**config.mk**
```make
export PLATFORM = sky130hd
export DESIGN_NAME = cart_loader_top
export DESIGN_NICKNAME = d
export VERILOG_FILES = /design/src/verilog/cart_pkg.sv /design/src/verilog/loader_pkg.sv /design/src/verilog/cart_loader_top.sv /design/src/verilog/cheat_assembler.sv /design/src/verilog/header_parser.sv /design/src/verilog/load_control.sv /design/src/verilog/ram_filler.sv
export SDC_FILE = /design/constraint.sdc
export NUM_CORES = 1
export LEC_CHECK = 0
export ABC_AREA = 1
export BUFFER_PORTS_ARGS = -buffer_cell sky130_fd_sc_hd__buf_4
export CAP_MARGIN = 20
export CORE_ASPECT_RATIO = 1.2
export CORE_UTILIZATION = 40
export DETAILED_ROUTE_END_ITERATION = 7
export PLACE_DENSITY = 0.69
export SLEW_MARGIN = 20
export SYNTH_ARGS = -nofsm -noshare
export SYNTH_HDL_FRONTEND = slang
export SYNTH_HIERARCHICAL = 1
export SYNTH_SLANG_ARGS = --single-unit
```
**constraint.sdc**
```tcl
create_clock -name clk_sys -period 3.1 [get_ports clk_sys]
set_input_delay 0.93 -clock clk_sys [delete_from_list [all_inputs] [get_ports clk_sys]]
set_output_delay 0.93 -clock clk_sys [all_outputs]
set_load 0.02 [all_outputs]
```
**src/verilog/cart_pkg.sv**
```systemverilog
// Cartridge and memory definitions: masks, header and region modes, fill patterns, cheat fields
package cart_pkg;

	// ==========================================================
	// Cartridge description
	// ==========================================================
	typedef logic [23:0] mask_t;
	typedef logic [7:0]  rom_type_t;

	// Forced header layout, AUTO trusts the header itself
	typedef enum logic [2:0] {
		HDR_AUTO      = 3'd0,
		HDR_NO_HEADER = 3'd1,
		HDR_LOROM     = 3'd2,
		HDR_HIROM     = 3'd3,
		HDR_EXHIROM   = 3'd4
	} header_mode_t;

	typedef enum logic [1:0] {
		REGION_AUTO = 2'd0,
		REGION_NTSC = 2'd1,
		REGION_PAL  = 2'd2
	} region_mode_t;

	// Power-on memory content
	typedef enum logic [1:0] {
		STRIPE_9966 = 2'd0,
		STRIPE_00FF = 2'd1,
		FILL_55     = 2'd2,
		FILL_FF     = 2'd3
	} fill_mode_t;

	localparam int CODE_FIELD_W = 32;

	// Size code 4'hC means 4 MB of ROM
	localparam logic [3:0] DEFAULT_ROM_SIZE = 4'hC;
	localparam mask_t      MASK_UNIT        = 24'd1024;

endpackage

```
**src/verilog/loader_pkg.sv**
```systemverilog
// Host download stream definitions: bus widths, file index codes and header offsets
package loader_pkg;

	// ==========================================================
	// Download bus
	// ==========================================================
	localparam int IOCTL_ADDR_W = 25;
	localparam int IOCTL_DATA_W = 16;

	typedef logic [IOCTL_ADDR_W-1:0] ioctl_addr_t;
	typedef logic [IOCTL_DATA_W-1:0] ioctl_data_t;

	// File index codes, cart and sound file decode on the low six bits
	localparam logic [5:0] IDX_CART  = 6'h00;
	localparam logic [5:0] IDX_SPC   = 6'h01;
	localparam logic [7:0] IDX_CHEAT = 8'hFF;

	// ==========================================================
	// Cartridge header locations
	// ==========================================================
	localparam ioctl_addr_t HDR_COPIER = 25'd512;

	// Size and RAM words, copier header included
	localparam ioctl_addr_t HDR_LO_SIZE = 25'h007FD6 + HDR_COPIER;
	localparam ioctl_addr_t HDR_HI_SIZE = 25'h00FFD6 + HDR_COPIER;
	localparam ioctl_addr_t HDR_EX_SIZE = 25'h40FFD6 + HDR_COPIER;
	localparam ioctl_addr_t HDR_LO_RAM  = 25'h007FD8 + HDR_COPIER;
	localparam ioctl_addr_t HDR_HI_RAM  = 25'h00FFD8 + HDR_COPIER;
	localparam ioctl_addr_t HDR_EX_RAM  = 25'h40FFD8 + HDR_COPIER;

endpackage

```
**src/verilog/cart_loader_top.sv**
```systemverilog
// Cartridge loading front end: download control, header parsing, cheats and memory fill
`timescale 1ns/1ps

module cart_loader_top
	import loader_pkg::*;
	import cart_pkg::*;
#(
	parameter int FILL_ADDR_BITS = 18
) (
	input  logic                      clk_sys,
	input  logic                      reset,
	// Host download stream
	input  logic                      ioctl_download,
	input  logic [7:0]                ioctl_index,
	input  logic                      ioctl_wr,
	input  ioctl_addr_t               ioctl_addr,
	input  ioctl_data_t               ioctl_dout,
	// Menu options
	input  header_mode_t              header_mode,
	input  region_mode_t              region_mode,
	input  fill_mode_t                wram_init,
	input  fill_mode_t                aram_init,
	// Cartridge description
	output rom_type_t                 rom_type,
	output mask_t                     rom_mask,
	output mask_t                     ram_mask,
	output logic                      pal,
	// Cheats
	output logic [CODE_FIELD_W-1:0]   code_flags,
	output logic [CODE_FIELD_W-1:0]   code_addr,
	output logic [CODE_FIELD_W-1:0]   code_compare,
	output logic [CODE_FIELD_W-1:0]   code_replace,
	output logic                      code_valid,
	output logic                      code_reset,
	// Memory fill
	output logic                      clearing,
	output logic [FILL_ADDR_BITS-1:0] fill_addr,
	output logic                      fill_we,
	output logic [7:0]                wram_fill_data,
	output logic [7:0]                aram_fill_data,
	// Core control
	output logic                      cart_active,
	output logic                      spc_mode,
	output logic                      core_reset
);

	logic hdr_wr;
	logic code_wr;
	logic fill_start;

	// ==========================================================
	// Control
	// ==========================================================
	load_control load_control_i (
		.clk_sys        (clk_sys),
		.reset          (reset),
		.ioctl_download (ioctl_download),
		.ioctl_index    (ioctl_index),
		.ioctl_wr       (ioctl_wr),
		.ioctl_addr     (ioctl_addr),
		.clearing       (clearing),
		.cart_active    (cart_active),
		.hdr_wr         (hdr_wr),
		.code_wr        (code_wr),
		.code_reset     (code_reset),
		.fill_start     (fill_start),
		.spc_mode       (spc_mode),
		.core_reset     (core_reset)
	);

	// ==========================================================
	// Datapath
	// ==========================================================
	header_parser header_parser_i (
		.clk_sys     (clk_sys),
		.reset       (reset),
		.hdr_wr      (hdr_wr),
		.cart_active (cart_active),
		.ioctl_addr  (ioctl_addr),
		.ioctl_dout  (ioctl_dout),
		.header_mode (header_mode),
		.region_mode (region_mode),
		.rom_type    (rom_type),
		.rom_mask    (rom_mask),
		.ram_mask    (ram_mask),
		.pal         (pal)
	);

	cheat_assembler cheat_assembler_i (
		.clk_sys      (clk_sys),
		.reset        (reset),
		.code_wr      (code_wr),
		.ioctl_addr   (ioctl_addr),
		.ioctl_dout   (ioctl_dout),
		.code_flags   (code_flags),
		.code_addr    (code_addr),
		.code_compare (code_compare),
		.code_replace (code_replace),
		.code_valid   (code_valid)
	);

	ram_filler #(
		.FILL_ADDR_BITS (FILL_ADDR_BITS)
	) ram_filler_i (
		.clk_sys        (clk_sys),
		.reset          (reset),
		.fill_start     (fill_start),
		.wram_init      (wram_init),
		.aram_init      (aram_init),
		.clearing       (clearing),
		.fill_addr      (fill_addr),
		.fill_we        (fill_we),
		.wram_fill_data (wram_fill_data),
		.aram_fill_data (aram_fill_data)
	);

endmodule

```
**src/verilog/cheat_assembler.sv**
```systemverilog
// Cheat code assembler: eight download words form one code, then a strobe
`timescale 1ns/1ps

module cheat_assembler
	import loader_pkg::*;
	import cart_pkg::*;
(
	input  logic                    clk_sys,
	input  logic                    reset,
	input  logic                    code_wr,
	input  ioctl_addr_t             ioctl_addr,
	input  ioctl_data_t             ioctl_dout,
	output logic [CODE_FIELD_W-1:0] code_flags,
	output logic [CODE_FIELD_W-1:0] code_addr,
	output logic [CODE_FIELD_W-1:0] code_compare,
	output logic [CODE_FIELD_W-1:0] code_replace,
	output logic                    code_valid
);

	localparam int HALF = CODE_FIELD_W / 2;

	// Field words, low half first
	always_ff @(posedge clk_sys) begin
		if (code_wr) begin
			case (ioctl_addr[3:0])
				4'd0:  code_flags[HALF-1:0]              <= ioctl_dout;
				4'd2:  code_flags[CODE_FIELD_W-1:HALF]   <= ioctl_dout;
				4'd4:  code_addr[HALF-1:0]               <= ioctl_dout;
				4'd6:  code_addr[CODE_FIELD_W-1:HALF]    <= ioctl_dout;
				4'd8:  code_compare[HALF-1:0]            <= ioctl_dout;
				4'd10: code_compare[CODE_FIELD_W-1:HALF] <= ioctl_dout;
				4'd12: code_replace[HALF-1:0]            <= ioctl_dout;
				4'd14: code_replace[CODE_FIELD_W-1:HALF] <= ioctl_dout;
				default: ;
			endcase
		end
	end

	// Last word of a code clocks it into the core
	always_ff @(posedge clk_sys) begin
		if (reset)
			code_valid <= 1'b0;
		else
			code_valid <= code_wr && (ioctl_addr[3:0] == 4'd14);
	end

endmodule

```
**src/verilog/header_parser.sv**
```systemverilog
// Cartridge header parser: ROM type, ROM and RAM masks, video region
`timescale 1ns/1ps

module header_parser
	import loader_pkg::*;
	import cart_pkg::*;
(
	input  logic         clk_sys,
	input  logic         reset,
	input  logic         hdr_wr,
	input  logic         cart_active,
	input  ioctl_addr_t  ioctl_addr,
	input  ioctl_data_t  ioctl_dout,
	input  header_mode_t header_mode,
	input  region_mode_t region_mode,
	output rom_type_t    rom_type,
	output mask_t        rom_mask,
	output mask_t        ram_mask,
	output logic         pal
);

	logic [3:0] rom_size;
	logic [3:0] ram_size;
	logic       hdr_region;

	// ==========================================================
	// Header capture
	// ==========================================================
	always_ff @(posedge clk_sys) begin
		if (reset) begin
			rom_size   <= DEFAULT_ROM_SIZE;
			ram_size   <= 4'h0;
			rom_type   <= '0;
			hdr_region <= 1'b0;
		end else if (hdr_wr) begin
			if (ioctl_addr == '0) begin
				rom_size <= DEFAULT_ROM_SIZE;
				ram_size <= 4'h0;
				if (header_mode == HDR_AUTO && ioctl_dout[7:0] != 8'h00)
					{ram_size, rom_size} <= ioctl_dout[7:0];

				case (header_mode)
					HDR_NO_HEADER, HDR_LOROM: rom_type <= 8'd0;
					HDR_HIROM:                rom_type <= 8'd1;
					HDR_EXHIROM:              rom_type <= 8'd2;
					default:                  rom_type <= ioctl_dout[15:8];
				endcase
			end

			if (ioctl_addr == ioctl_addr_t'(2))
				hdr_region <= ioctl_dout[8];

			// Forced layouts read the sizes from the internal header
			case (header_mode)
				HDR_LOROM: begin
					if (ioctl_addr == HDR_LO_SIZE) rom_size <= ioctl_dout[11:8];
					if (ioctl_addr == HDR_LO_RAM)  ram_size <= ioctl_dout[3:0];
				end
				HDR_HIROM: begin
					if (ioctl_addr == HDR_HI_SIZE) rom_size <= ioctl_dout[11:8];
					if (ioctl_addr == HDR_HI_RAM)  ram_size <= ioctl_dout[3:0];
				end
				HDR_EXHIROM: begin
					if (ioctl_addr == HDR_EX_SIZE) rom_size <= ioctl_dout[11:8];
					if (ioctl_addr == HDR_EX_RAM)  ram_size <= ioctl_dout[3:0];
				end
				default: ;
			endcase
		end
	end

	// Masks trail the size codes by one clock
	always_ff @(posedge clk_sys) begin
		rom_mask <= (MASK_UNIT << rom_size) - mask_t'(1);
		ram_mask <= (ram_size != 4'h0) ? (MASK_UNIT << ram_size) - mask_t'(1) : '0;
	end

	// ==========================================================
	// Region, frozen while a cartridge loads
	// ==========================================================
	always_ff @(posedge clk_sys) begin
		if (reset) begin
			pal <= 1'b0;
		end else if (!cart_active) begin
			case (region_mode)
				REGION_AUTO: pal <= hdr_region;
				REGION_NTSC: pal <= 1'b0;
				default:     pal <= 1'b1;
			endcase
		end
	end

endmodule

```
**src/verilog/load_control.sv**
```systemverilog
// Download decoder: file type detection, strobe gating, fill start and core reset
`timescale 1ns/1ps

module load_control
	import loader_pkg::*;
(
	input  logic        clk_sys,
	input  logic        reset,
	input  logic        ioctl_download,
	input  logic [7:0]  ioctl_index,
	input  logic        ioctl_wr,
	input  ioctl_addr_t ioctl_addr,
	input  logic        clearing,
	output logic        cart_active,
	output logic        hdr_wr,
	output logic        code_wr,
	output logic        code_reset,
	output logic        fill_start,
	output logic        spc_mode,
	output logic        core_reset
);

	logic spc_active;
	logic code_active;
	logic cart_active_q;

	// File type decode
	assign cart_active = ioctl_download && (ioctl_index[5:0] == IDX_CART);
	assign spc_active  = ioctl_download && (ioctl_index[5:0] == IDX_SPC);
	assign code_active = ioctl_download && (ioctl_index == IDX_CHEAT);

	assign hdr_wr  = cart_active && ioctl_wr;
	assign code_wr = code_active && ioctl_wr;

	// Cheat list restarts with its first word or a new cartridge
	assign code_reset = (code_wr && (ioctl_addr == '0)) || cart_active;

	always_ff @(posedge clk_sys) begin
		if (reset) begin
			cart_active_q <= 1'b0;
			spc_mode      <= 1'b0;
		end else begin
			cart_active_q <= cart_active;
			// Last write decides the mode
			if (ioctl_wr)
				spc_mode <= spc_active;
		end
	end

	// First cycle of a cartridge download
	assign fill_start = cart_active && !cart_active_q;

	assign core_reset = reset || cart_active || spc_active || clearing;

endmodule

```
**src/verilog/ram_filler.sv**
```systemverilog
// Power-on memory fill: two-cycle address walk and selectable fill patterns
`timescale 1ns/1ps

module ram_filler
	import cart_pkg::*;
#(
	parameter int FILL_ADDR_BITS = 18
) (
	input  logic                      clk_sys,
	input  logic                      reset,
	input  logic                      fill_start,
	input  fill_mode_t                wram_init,
	input  fill_mode_t                aram_init,
	output logic                      clearing,
	output logic [FILL_ADDR_BITS-1:0] fill_addr,
	output logic                      fill_we,
	output logic [7:0]                wram_fill_data,
	output logic [7:0]                aram_fill_data
);

	logic fill_wait;

	// Pattern rules of the different console revisions
	function automatic logic [7:0] fill_pattern(input fill_mode_t mode,
		input logic [FILL_ADDR_BITS-1:0] addr);
		case (mode)
			STRIPE_9966: fill_pattern = (addr[8] ^ addr[2]) ? 8'h66 : 8'h99;
			STRIPE_00FF: fill_pattern = (addr[9] ^ addr[0]) ? 8'hFF : 8'h00;
			FILL_55:     fill_pattern = 8'h55;
			default:     fill_pattern = 8'hFF;
		endcase
	endfunction

	// Write cycle, then wait cycle, then next address
	always_ff @(posedge clk_sys) begin
		if (reset) begin
			clearing  <= 1'b0;
			fill_addr <= '0;
			fill_wait <= 1'b0;
		end else if (fill_start) begin
			clearing  <= 1'b1;
			fill_addr <= '0;
			fill_wait <= 1'b0;
		end else if (clearing) begin
			fill_wait <= !fill_wait;
			if (fill_wait) begin
				fill_addr <= fill_addr + 1'b1;
				// Done after the wait cycle of the top address
				if (&fill_addr)
					clearing <= 1'b0;
			end
		end
	end

	assign fill_we = clearing && !fill_wait;

	assign wram_fill_data = fill_pattern(wram_init, fill_addr);
	assign aram_fill_data = fill_pattern(aram_init, fill_addr);

endmodule
```
==> reports/metrics.csv, run 1 <==
metric,value,unit
status,"complete, no violations",
routed_via_density,4.62,
critPathSlowestCell,sky130_fd_sc_hd__nor2_1,
setup.reg_to_reg.worst_slack,1240,ps
finalCriticalPeriod,2770,ps
postCtsHoldBufs,0,
globalRouteTotalUtil,19.6,%
gr-total-overflow,0,
first_iter_violations,353,
ff_latch_area,5250,um^2
wl_per_cell,15.1,um
net_total_in_the_final_layout,1110,
final_layout_size_suffix_gt1_share,33.2,%
timing.clock.skew,8.07,ps
global_route.usage.met1,23.1,%
synth_enable_flop_cells,128,
area_growth,36.9,%
row_count,55,
critPathArrivalTime,1840,ps
floorplan.die_area,20300,um^2
critPathKind,input port to output pin,
setup_violating_endpoint_count_in_the_final_report,0,
global_route_wire_length_before_repair,29900,um
global_route.peak_usage_layer,met2,
holdWs,452,ps
synth_commonest_cells,"sky130_fd_sc_hd__nand2_1 (144), sky130_fd_sc_hd__edfxtp_1 (128), sky130_fd_sc_hd__nor2_1 (128)",
num_antenna_cells,0,
synth_largest_area_cell,sky130_fd_sc_hd__edfxtp_1,
remaining_drc_errors,0,
critical_path_peak_fanout,3,
io_pins,288,
routed-via-count,6069,
max_clock_freq,360,MHz
die_height,156,um
critical_path.endpoint_type,output pin,
synth_sequential_area_ratio,66.4,%
cts_buffer_depth,2,
layout.cell_area.non_filler,10800,um^2
grt_pass1_vias,5655,
path_buf_inv,2,
total_power,5.32,mW
worstSkewPairLatency,430,ps
avgSynthCellArea,10.3,um^2
max-vdd-ir-drop,0.000363,V
cts-buffers-inserted,17,
tritoncts,built,
worst_hold_path_type,register to register,
synth-async-reset-ratio,0,%
combined_area_of_the_multi_input_logic_cells,2130,um^2
synth_most_common_cell,sky130_fd_sc_hd__nand2_1,
max_slew.worst_pin.slew,596,ps
max-slew-margin-rel,60.1,%
cts-resized-gates,0,
place_area,10200,um^2
detailedPlacementHpwl,14800,um
clk_pin_slew,80,ps
setup_repair_after_global_routing_missed_its_margin,no,
setup-tns-final,0,ps
finalHoldViolations,0,
ys_top_cells_by_area,"sky130_fd_sc_hd__edfxtp_1 (49%), sky130_fd_sc_hd__dfxtp_1 (18%), sky130_fd_sc_hd__nand2_1 (6.8%), sky130_fd_sc_hd__nor2_1 (6.1%), sky130_fd_sc_hd__inv_1 (4.0%)",
p_per_area,492,nW/um^2
critical_path.max_stage_delay,230,ps
layout.core_utilization,56.6,%
largest_net_degree_at_the_start_of_global_routing,24,
synth_top_area_share,48.6,%
critical_path.most_common_cell,sky130_fd_sc_hd__nand2_1,
min_period_over_period,89.5,%
p_leak,4.72,nW
clockRootBuffer,sky130_fd_sc_hd__clkbuf_16,
clock_sink_count,198,
yosys.cell_types.count,39,
crit_path_cell_trace,buf_4 > nor2_1 > nand2_1 > nor2_1 > nand2_1 > nor2_1 > nand2_1 > nand2_1 > buf_4,
drtPass1Iterations,5,
synth.yosys.warnings,6,
place_congestion,0.848,
yosys_most_used_dff,sky130_fd_sc_hd__edfxtp_1,
fillers,1660,
grt_use_met2,35.3,%
timing.max_cap.violations,0,
htreeDepth,4,
die-width,130,um
floorplan.initialDensity,41.3,%
number_of_antenna_violations_at_the_first_check_in_global_routing,0,
total_wire_length,19800,um
finalMaxSlewViolations,0,
startpoint_type,input port,
netlist_area_pre_place,7910,um^2
crit_family,simple AND/OR/NAND/NOR gates,
synthCells,767,
numPortBuffers,277,
core_area,19100,um^2
postSynthRegisterBits,198,
req_time_crit_path,2170,ps
drt.antenna.violating_nets,0,
met3_usage,4.46,%
cts_setup_buffers,0,
## state kept, by name (all words and copies together) (netlist names)
signal and count:
header_parser_i/rom_type 8, header_parser_i/ram_mask 15, load_control_i/spc_mode 1, header_parser_i/ram_size 4
ram_filler_i/clearing 1, cheat_assembler_i/code_compare 32, header_parser_i/rom_size 4, ram_filler_i/fill_wait 1
cheat_assembler_i/code_replace 32, cheat_assembler_i/code_flags 32, header_parser_i/hdr_region 1, cheat_assembler_i/code_valid 1
load_control_i/cart_active_q 1, header_parser_i/pal 1, header_parser_i/rom_mask 14, ram_filler_i/fill_addr 18
cheat_assembler_i/code_addr 32
## cell type report
class	instances	share of cell area, %
clock buffer	17	3.93
clock inverter	15	1.90
inverter	90	3.12
multi-input combinational	451	19.7
sequential	198	48.5
tap	256	2.96
timing repair buffer	287	19.9
## report_power, final
part	total, mW	switching, mW	internal (mW)
clock	2.26	1.13	1.13
sequential	2.80	0.00312	2.80
combinational	0.260	0.159	0.101
## per-layer routing
layer | vias to the layer above | wire (um)
met4 | 0 | 246
met5 | - | 0
met2 | 215 | 10100
li1 | 3043 | -
met3 | 16 | 1280
met1 | 2795 | 8210
## kinds of logic after synthesis
kind of cell / count (synthesis) / share of synthesized area, %
AND/OR/NAND/NOR: 364 / 20.4
adder cells (fa/ha/maj): 3 / 0.475
AO/OA/AOI/OAI: 66 / 4.42
XOR/XNOR: 8 / 0.886
flip-flops: 198 / 66.4
other: 1 / 0.0474
buffers and inverters: 127 / 7.44
## stage by stage
step / worst slack, ps / std cells
floorplan: 215 / 776
global placement: 304 / 1282
detailed placement: 301 / 1282
CTS: 299 / 1314
global route: 176 / 1314
finish: 326 / 1314
## final timing paths
path,start,to,depth (start not counted)
min,header_parser_i/ram_size[3]$_SDFFE_PP0P_,header_parser_i/ram_mask[17]$_SDFF_PN0_,0
min reg2reg,header_parser_i/ram_size[3]$_SDFFE_PP0P_,header_parser_i/ram_mask[17]$_SDFF_PN0_,0
max,ioctl_addr[23],code_reset,9
max reg2reg,header_parser_i/rom_size[2]$_SDFFE_PP1P_,header_parser_i/rom_mask[18]$_DFF_P_,8
## placed cells by master, fill, tap and decap left out, types with 2 or more instances in the layout
cell type / count
sky130_fd_sc_hd__nand2_2: 3
sky130_fd_sc_hd__o21bai_1: 2
sky130_fd_sc_hd__nor2_1: 125
sky130_fd_sc_hd__clkbuf_16: 17
sky130_fd_sc_hd__and3_1: 2
sky130_fd_sc_hd__dfxtp_1: 70
sky130_fd_sc_hd__nand3_1: 37
sky130_fd_sc_hd__inv_2: 5
sky130_fd_sc_hd__nor3_1: 15
sky130_fd_sc_hd__edfxtp_1: 128
sky130_fd_sc_hd__inv_1: 85
sky130_fd_sc_hd__o31ai_1: 2
sky130_fd_sc_hd__clkinv_8: 5
sky130_fd_sc_hd__ha_1: 3
sky130_fd_sc_hd__a31oi_1: 2
sky130_fd_sc_hd__nand3b_1: 2
sky130_fd_sc_hd__buf_4: 287
sky130_fd_sc_hd__o21ai_0: 26
sky130_fd_sc_hd__inv_8: 4
sky130_fd_sc_hd__nand3_2: 2
sky130_fd_sc_hd__a21oi_1: 28
sky130_fd_sc_hd__o21ai_1: 3
sky130_fd_sc_hd__nor2_2: 7
sky130_fd_sc_hd__conb_1: 10
sky130_fd_sc_hd__xor2_1: 4
sky130_fd_sc_hd__xnor2_1: 4
sky130_fd_sc_hd__inv_6: 2
sky130_fd_sc_hd__nor3_2: 6
sky130_fd_sc_hd__nor2_4: 5
sky130_fd_sc_hd__nand2_1: 144
sky130_fd_sc_hd__inv_12: 2
sky130_fd_sc_hd__nand4_1: 9
sky130_fd_sc_hd__nand3_4: 2
## worst register-to-register path, stage by stage, from the launching register on
cell                      delay (ps)
sky130_fd_sc_hd__dfxtp_1         590
sky130_fd_sc_hd__nor2_1          160
sky130_fd_sc_hd__nand2_1         120
sky130_fd_sc_hd__ha_1            170
sky130_fd_sc_hd__inv_1            80
sky130_fd_sc_hd__a21oi_1         230
sky130_fd_sc_hd__inv_1           110
sky130_fd_sc_hd__a21oi_1         160
sky130_fd_sc_hd__xor2_1          170
No activity file was read; power rests on OpenSTA's default activity.
==> run 2: changes to the inputs <==
==> constraint.sdc (replaced) <==
create_clock -name clk_sys -period 3.55 [get_ports clk_sys]
set_input_delay 1.065 -clock clk_sys [delete_from_list [all_inputs] [get_ports clk_sys]]
set_output_delay 1.065 -clock clk_sys [all_outputs]
set_load 0.02 [all_outputs]
==> run 2 against run 1 <==
  * Core utilization rose by 0.12 points
  * Total power fell by 11%
  * Flip-flop and latch count did not move
  * Sequential share of layout area fell by 0.11 points
  * Design area rose by 0.22%
  * Routed wire length fell by 1.1%
  * Critical path depth did not move
  * Final cell count did not move
  * Critical path type unchanged
  * Largest cell class unchanged
==> reports/metrics.csv, run 2 (synthesized netlist as in run 1, its figures left out) <==
metric,value,unit,change
req_time_crit_path,2480,ps,+310 ps
setup-tns-final,0,ps,unchanged
stdcell_count,1314,,unchanged
power.clock.fraction,43.5,%,+1.1 points
clk_pin_slew,80,ps,about the same
power_report.internal_total,3.55,mW,-12%
status,"complete, no violations",,
die_height,156,um,unchanged
critPathSlowestCell,sky130_fd_sc_hd__nor2_1,,
detailedPlacementHpwl,14600,um,-0.99%
numPortBuffers,277,,unchanged
first_iter_violations,334,,-5.4%
num_antenna_cells,0,,unchanged
cts-buffers-inserted,17,,unchanged
dpl.cell_count,1282,,unchanged
postCtsHoldBufs,0,,unchanged
fillers,1700,,+2.4%
finalCriticalPeriod,3040,ps,
routed-via-count,6153,,+1.4%
critical_path.max_stage_delay,230,ps,about the same
net_total_in_the_final_layout,1110,,unchanged
setup_repair_after_global_routing_missed_its_margin,no,,
critical_path.endpoint_type,output pin,,
floorplan.initialDensity,41.3,%,unchanged
timing.max_cap.violations,0,,unchanged
comb_power_share,4.8,%,about the same
max_clock_freq,329,MHz,
max-vdd-ir-drop,0.000309,V,-15%
critPathKind,input port to output pin,,
crit_path_cell_trace,buf_4 > nor2_1 > nand2_1 > nor2_1 > nand2_1 > nor2_1 > nand2_1 > nand2_1 > buf_4,,
largest_net_degree_at_the_start_of_global_routing,26,,+8.3%
max_slew.worst_pin.slew,581,ps,-14.9 ps
startpoint_type,input port,,
post-route-worst-setup-slack,506,ps,+180 ps
cts_setup_buffers,0,,unchanged
power.switching_fraction,25.1,%,+0.77 points
grt_pass1_vias,5634,,-0.37%
finalMaxSlewViolations,0,,unchanged
place_worst_setup_slack,502,ps,+202 ps
combined_area_of_the_multi_input_logic_cells,2130,um^2,unchanged
ff_latch_area,5250,um^2,unchanged
max-slew-margin-rel,61.1,%,+1.0 points
holdWs,458,ps,+6.18 ps
area_growth,37.2,%,
critical_path.most_common_cell,sky130_fd_sc_hd__nand2_1,,
setup_violating_endpoint_count_in_the_final_report,0,,unchanged
wl_per_cell,14.9,um,-1.1%
p_seq_share,51.7,%,-1.0 points
tritoncts,built,,
layout_common_cells,"sky130_fd_sc_hd__buf_4 (287), sky130_fd_sc_hd__nand2_1 (144), sky130_fd_sc_hd__edfxtp_1 (128), sky130_fd_sc_hd__nor2_1 (125), sky130_fd_sc_hd__inv_1 (85)",,
row_count,55,,unchanged
routed_via_density,4.68,,+1.4%
cts_buffer_depth,2,,unchanged
timing.clock.skew,9.22,ps,+1.14 ps
critical_path_peak_fanout,3,,unchanged
drtPass1Iterations,5,,unchanged
netsw,1.19,mW,-8.2%
global_route_wire_length_before_repair,29400,um,-1.7%
final_layout_size_suffix_gt1_share,33.2,%,unchanged
place_congestion,0.846,,-0.13%
p_leak,4.73,nW,+0.22%
finalHoldViolations,0,,unchanged
layout.core_utilization,56.7,%,+0.12 points
gr-total-overflow,0,,unchanged
min_period_over_period,85.7,%,
io_pins,288,,unchanged
drt.antenna.violating_nets,0,,unchanged
critPathArrivalTime,1980,ps,+140 ps
clock_sink_count,198,,unchanged
number_of_antenna_violations_at_the_first_check_in_global_routing,0,,unchanged
floorplan.die_area,20300,um^2,unchanged
globalRouteTotalUtil,19.4,%,-0.20 points
htreeDepth,4,,unchanged
core_area,19100,um^2,unchanged
total_wire_length,19600,um,-1.1%
crit_family,simple AND/OR/NAND/NOR gates,,
cts-resized-gates,0,,unchanged
worstSkewPairLatency,430,ps,about the same
path_buf_inv,2,,unchanged
layout_commonest_cell,sky130_fd_sc_hd__buf_4,,
die-width,130,um,unchanged
remaining_drc_errors,0,,unchanged
p_per_area,437,nW/um^2,-11%
worst_hold_path_type,register to register,,
clockRootBuffer,sky130_fd_sc_hd__clkbuf_16,,
## run 2: cell types whose count changed in the layout (fill, tap and decap cells not counted)
cell | before | now
sky130_fd_sc_hd__inv_12 | 2 | 6
sky130_fd_sc_hd__inv_16 | 1 | 2
sky130_fd_sc_hd__clkinv_4 | 1 | 0
sky130_fd_sc_hd__inv_8 | 4 | 3
sky130_fd_sc_hd__clkinv_8 | 5 | 3
sky130_fd_sc_hd__inv_6 | 2 | 1
## run 2: cell type report
class | instances | share of cell area, %
Clock buffer | 17 | 3.92
Clock inverter | 15 | 2.11
Inverter | 90 | 3.11
Multi-Input combinational cell | 451 | 19.7
Sequential cell | 198 | 48.4
Tap cell | 256 | 2.95
Timing Repair Buffer | 287 | 19.9
## run 2: metrics by stage
| step | power, mW | instance area, um^2 |
|---|---|---|
| 4_1_cts | 4.78 | 10800 |
| 3_3_place_gp | 2.73 | 10200 |
| 3_5_place_dp | 2.73 | 10200 |
| 6_report | 4.73 | 10800 |
| 2_1_floorplan | 2.61 | 7940 |
| 5_1_grt | 4.89 | 10800 |
## run 2: power by group through the flow
stage          sequential, mW  combinational (mW)  clock (mW)
2_1_floorplan            2.51               0.107           0
3_3_place_gp             2.50               0.223           0
3_5_place_dp             2.50               0.227           0
4_1_cts                  2.45               0.228        2.11
5_1_grt                  2.45               0.250        2.19
6_report                 2.45               0.225        2.06
## run 2: worst reg2reg max path: stages (launching register included)
cell	delay (ps)
sky130_fd_sc_hd__dfxtp_1	530
sky130_fd_sc_hd__inv_1	200
sky130_fd_sc_hd__nand3_1	130
sky130_fd_sc_hd__ha_1	160
sky130_fd_sc_hd__inv_1	70
sky130_fd_sc_hd__a21oi_1	220
sky130_fd_sc_hd__inv_1	110
sky130_fd_sc_hd__a21oi_1	150
sky130_fd_sc_hd__xor2_1	190
## run 2: path summary, 6_finish.rpt
check	startpoint	endpoint	slack (ps)	cells past startpoint
worst min-delay path	header_parser_i/ram_size[3]$_SDFFE_PP0P_	header_parser_i/ram_mask[17]$_SDFF_PN0_	460	0
worst min register to register	header_parser_i/ram_size[3]$_SDFFE_PP0P_	header_parser_i/ram_mask[17]$_SDFF_PN0_	460	0
worst max register to register	header_parser_i/rom_size[3]$_SDFFE_PP1P_	header_parser_i/rom_mask[18]$_DFF_P_	1700	8
worst max-delay path	ioctl_addr[23]	code_reset	510	9
## run 2: layer usage
metal / routed length, um / part of all wire, % / vias up / global-route usage (%)
met1: 7900 / 40 / 2829 / 22.2
li1: - / - / 3057 / -
met5: 0 / 0 / - / 0
met4: 327 / 1.7 / 0 / 7.39
met2: 9900 / 51 / 244 / 34.5
met3: 1460 / 7.5 / 23 / 4.84
==> run 3: changes to the inputs <==
--- a/config.mk
+++ b/config.mk
@@ -12,6 +12,7 @@
 export CORE_UTILIZATION = 40
 export DETAILED_ROUTE_END_ITERATION = 7
 export PLACE_DENSITY = 0.69
+export RECOVER_POWER = 100
 export SLEW_MARGIN = 20
 export SYNTH_ARGS = -nofsm -noshare
 export SYNTH_HDL_FRONTEND = slang
==> run 3 against run 2 <==
  * Design area fell by 8.9%
  * Clock skew barely moved
  * Worst hold slack got worse by 1.0 ps
  * Worst setup slack got worse by 120 ps
==> reports/metrics.csv, run 3 (synthesized netlist as in run 1, its figures left out) <==
metric,value,unit,change
setup.reg_to_reg.worst_slack,1720,ps,+20 ps
first_iter_violations,340,,+1.8%
total_wire_length,19900,um,+1.4%
remaining_drc_errors,0,,unchanged
critical_path.endpoint_type,output pin,,
finalHoldViolations,0,,unchanged
detailedPlacementHpwl,14600,um,unchanged
p_per_area,477,nW/um^2,+9.2%
holdWs,457,ps,-1.04 ps
finalMaxSlewViolations,0,,unchanged
critical_path.reg2reg.endpoint,header_parser_i/rom_mask[18]$_DFF_P_,,
critPathArrivalTime,2100,ps,+120 ps
tritoncts,built,,
critical_path_peak_fanout,3,,unchanged
startpoint_type,input port,,
routed_via_density,4.70,,+0.28%
die_height,156,um,unchanged
critPathKind,input port to output pin,,
wl_per_cell,15.1,um,+1.4%
grt_pass1_vias,5634,,unchanged
clock_sink_count,198,,unchanged
min_period_over_period,89.1,%,+3.3 points
layout_common_cells,"sky130_fd_sc_hd__clkbuf_1 (243), sky130_fd_sc_hd__nand2_1 (144), sky130_fd_sc_hd__edfxtp_1 (128), sky130_fd_sc_hd__nor2_1 (127), sky130_fd_sc_hd__inv_1 (86)",,
drt.antenna.violating_nets,0,,unchanged
globalRouteTotalUtil,19.4,%,unchanged
min_delay_path_depth,0,,unchanged
routed-via-count,6170,,+0.28%
fillers,1926,,+13%
max_clock_freq,316,MHz,-3.7%
layout_commonest_cell,sky130_fd_sc_hd__clkbuf_1,,
reg2reg_from,header_parser_i/rom_size[3]$_SDFFE_PP1P_,,
postCtsHoldBufs,0,,unchanged
clk_pin_slew,80,ps,about the same
row_count,55,,unchanged
layout.cell_area.non_filler,9880,um^2,-8.9%
global_route_wire_length_before_repair,29400,um,unchanged
timing.clock.skew,8.90,ps,-0.317 ps
cts_buffer_depth,2,,unchanged
cts-buffers-inserted,17,,unchanged
area_growth,25.0,%,
max_slew.worst_pin.slew,1180,ps,+602 ps
num_antenna_cells,0,,unchanged
largest_net_degree_at_the_start_of_global_routing,26,,unchanged
die-width,130,um,unchanged
setup_violating_endpoint_count_in_the_final_report,0,,unchanged
htreeDepth,4,,unchanged
drtPass1Iterations,5,,unchanged
floorplan.die_area,20300,um^2,unchanged
req_time_crit_path,2480,ps,about the same
p_leak,3.81,nW,-19%
cts-resized-gates,0,,unchanged
io_pins,288,,unchanged
worstSkewPairLatency,430,ps,about the same
ff2ff_path_depth,8,,unchanged
finalCriticalPeriod,3160,ps,+118 ps
gr-total-overflow,0,,unchanged
max-vdd-ir-drop,0.000309,V,about the same
core_area,19100,um^2,unchanged
place_area,10200,um^2,unchanged
worst_hold_path_type,register to register,,
numPortBuffers,277,,unchanged
hold_path_startpoint,header_parser_i/ram_size[3]$_SDFFE_PP0P_,,
clockRootBuffer,sky130_fd_sc_hd__clkbuf_16,,
timing.max_cap.violations,0,,unchanged
max-slew-margin-rel,21.2,%,-40 points
place_congestion,0.846,,unchanged
destination_of_the_worst_hold_path,header_parser_i/ram_mask[17]$_SDFF_PN0_,,
floorplan.initialDensity,41.3,%,unchanged
setup-tns-final,0,ps,unchanged
cts_setup_buffers,0,,unchanged
status,"complete, no violations",,
number_of_antenna_violations_at_the_first_check_in_global_routing,0,,unchanged
net_total_in_the_final_layout,1110,,unchanged
setup_repair_after_global_routing_missed_its_margin,no,,
final_layout_size_suffix_gt1_share,9.36,%,-24 points
==> run 3: changes by cell type in the layout (fill, tap and decap cells not counted), sizes merged <==
| cell | change |
|---|---|
| clkbuf | +244 |
| buf | -244 |
==> run 3: worst max-delay path by stage <==
stage | cells past startpoint | startpoint | end
3_5_place_dp | 9 | ioctl_addr[23] | code_reset
6_report | 9 | ioctl_addr[23] | code_reset
5_1_grt | 9 | ioctl_addr[23] | code_reset
4_1_cts | 9 | ioctl_addr[23] | code_reset
3_3_place_gp | 9 | ioctl_addr[23] | code_reset
2_1_floorplan | 6 | ioctl_index[0] | cheat_assembler_i/code_addr[16]$_DFFE_PP_
==> run 3: worst max-delay path, stage by stage <==
cell,delay [ps]
sky130_fd_sc_hd__buf_4,120
sky130_fd_sc_hd__nor2_1,90
sky130_fd_sc_hd__nand2_1,60
sky130_fd_sc_hd__nor2_1,230
sky130_fd_sc_hd__nand2_1,90
sky130_fd_sc_hd__nor2_1,80
sky130_fd_sc_hd__nand2_1,50
sky130_fd_sc_hd__nand2_1,50
sky130_fd_sc_hd__clkbuf_1,260
==> run 3: area by class of cell <==
type / instances / area, um^2 / share of cell area, %
tap: 256 / 320 / 3.24
multi-input combinational: 451 / 2080 / 21.1
sequential: 198 / 5250 / 53.1
timing repair buffer: 287 / 1240 / 12.6
clock inverter: 15 / 229 / 2.32
inverter: 90 / 338 / 3.42
clock buffer: 17 / 425 / 4.31
==> run 3: routing by layer <==
layer  up-vias  GRT usage (%)  routed length, um
met5         -              0                  0
met4         0           7.39                327
met3        23           4.84               1440
met2       238           34.5               9860
met1      2851           22.2               8220
li1       3058              -                  -
==> run 3: where the power goes <==
part	total [mW]	internal [mW]	switching (mW)
clock network	2.06	1.01	1.05
logic	0.200	0.0644	0.136
registers	2.45	2.45	0.00266
total	4.71	3.52	1.19
==> run 3: through the flow <==
| stage | setup WS [ps] | util (%) | power, mW | cells |
|---|---|---|---|---|
| floorplan | 530 | - | 2.61 | 776 |
| global placement | 486 | 53.3 | 2.73 | 1282 |
| detailed placement | 502 | 53.3 | 2.73 | 1282 |
| CTS | 500 | 56.7 | 4.78 | 1314 |
| global route | 201 | 51.6 | 4.86 | 1314 |
| finish | 388 | 51.6 | 4.71 | 1314 |
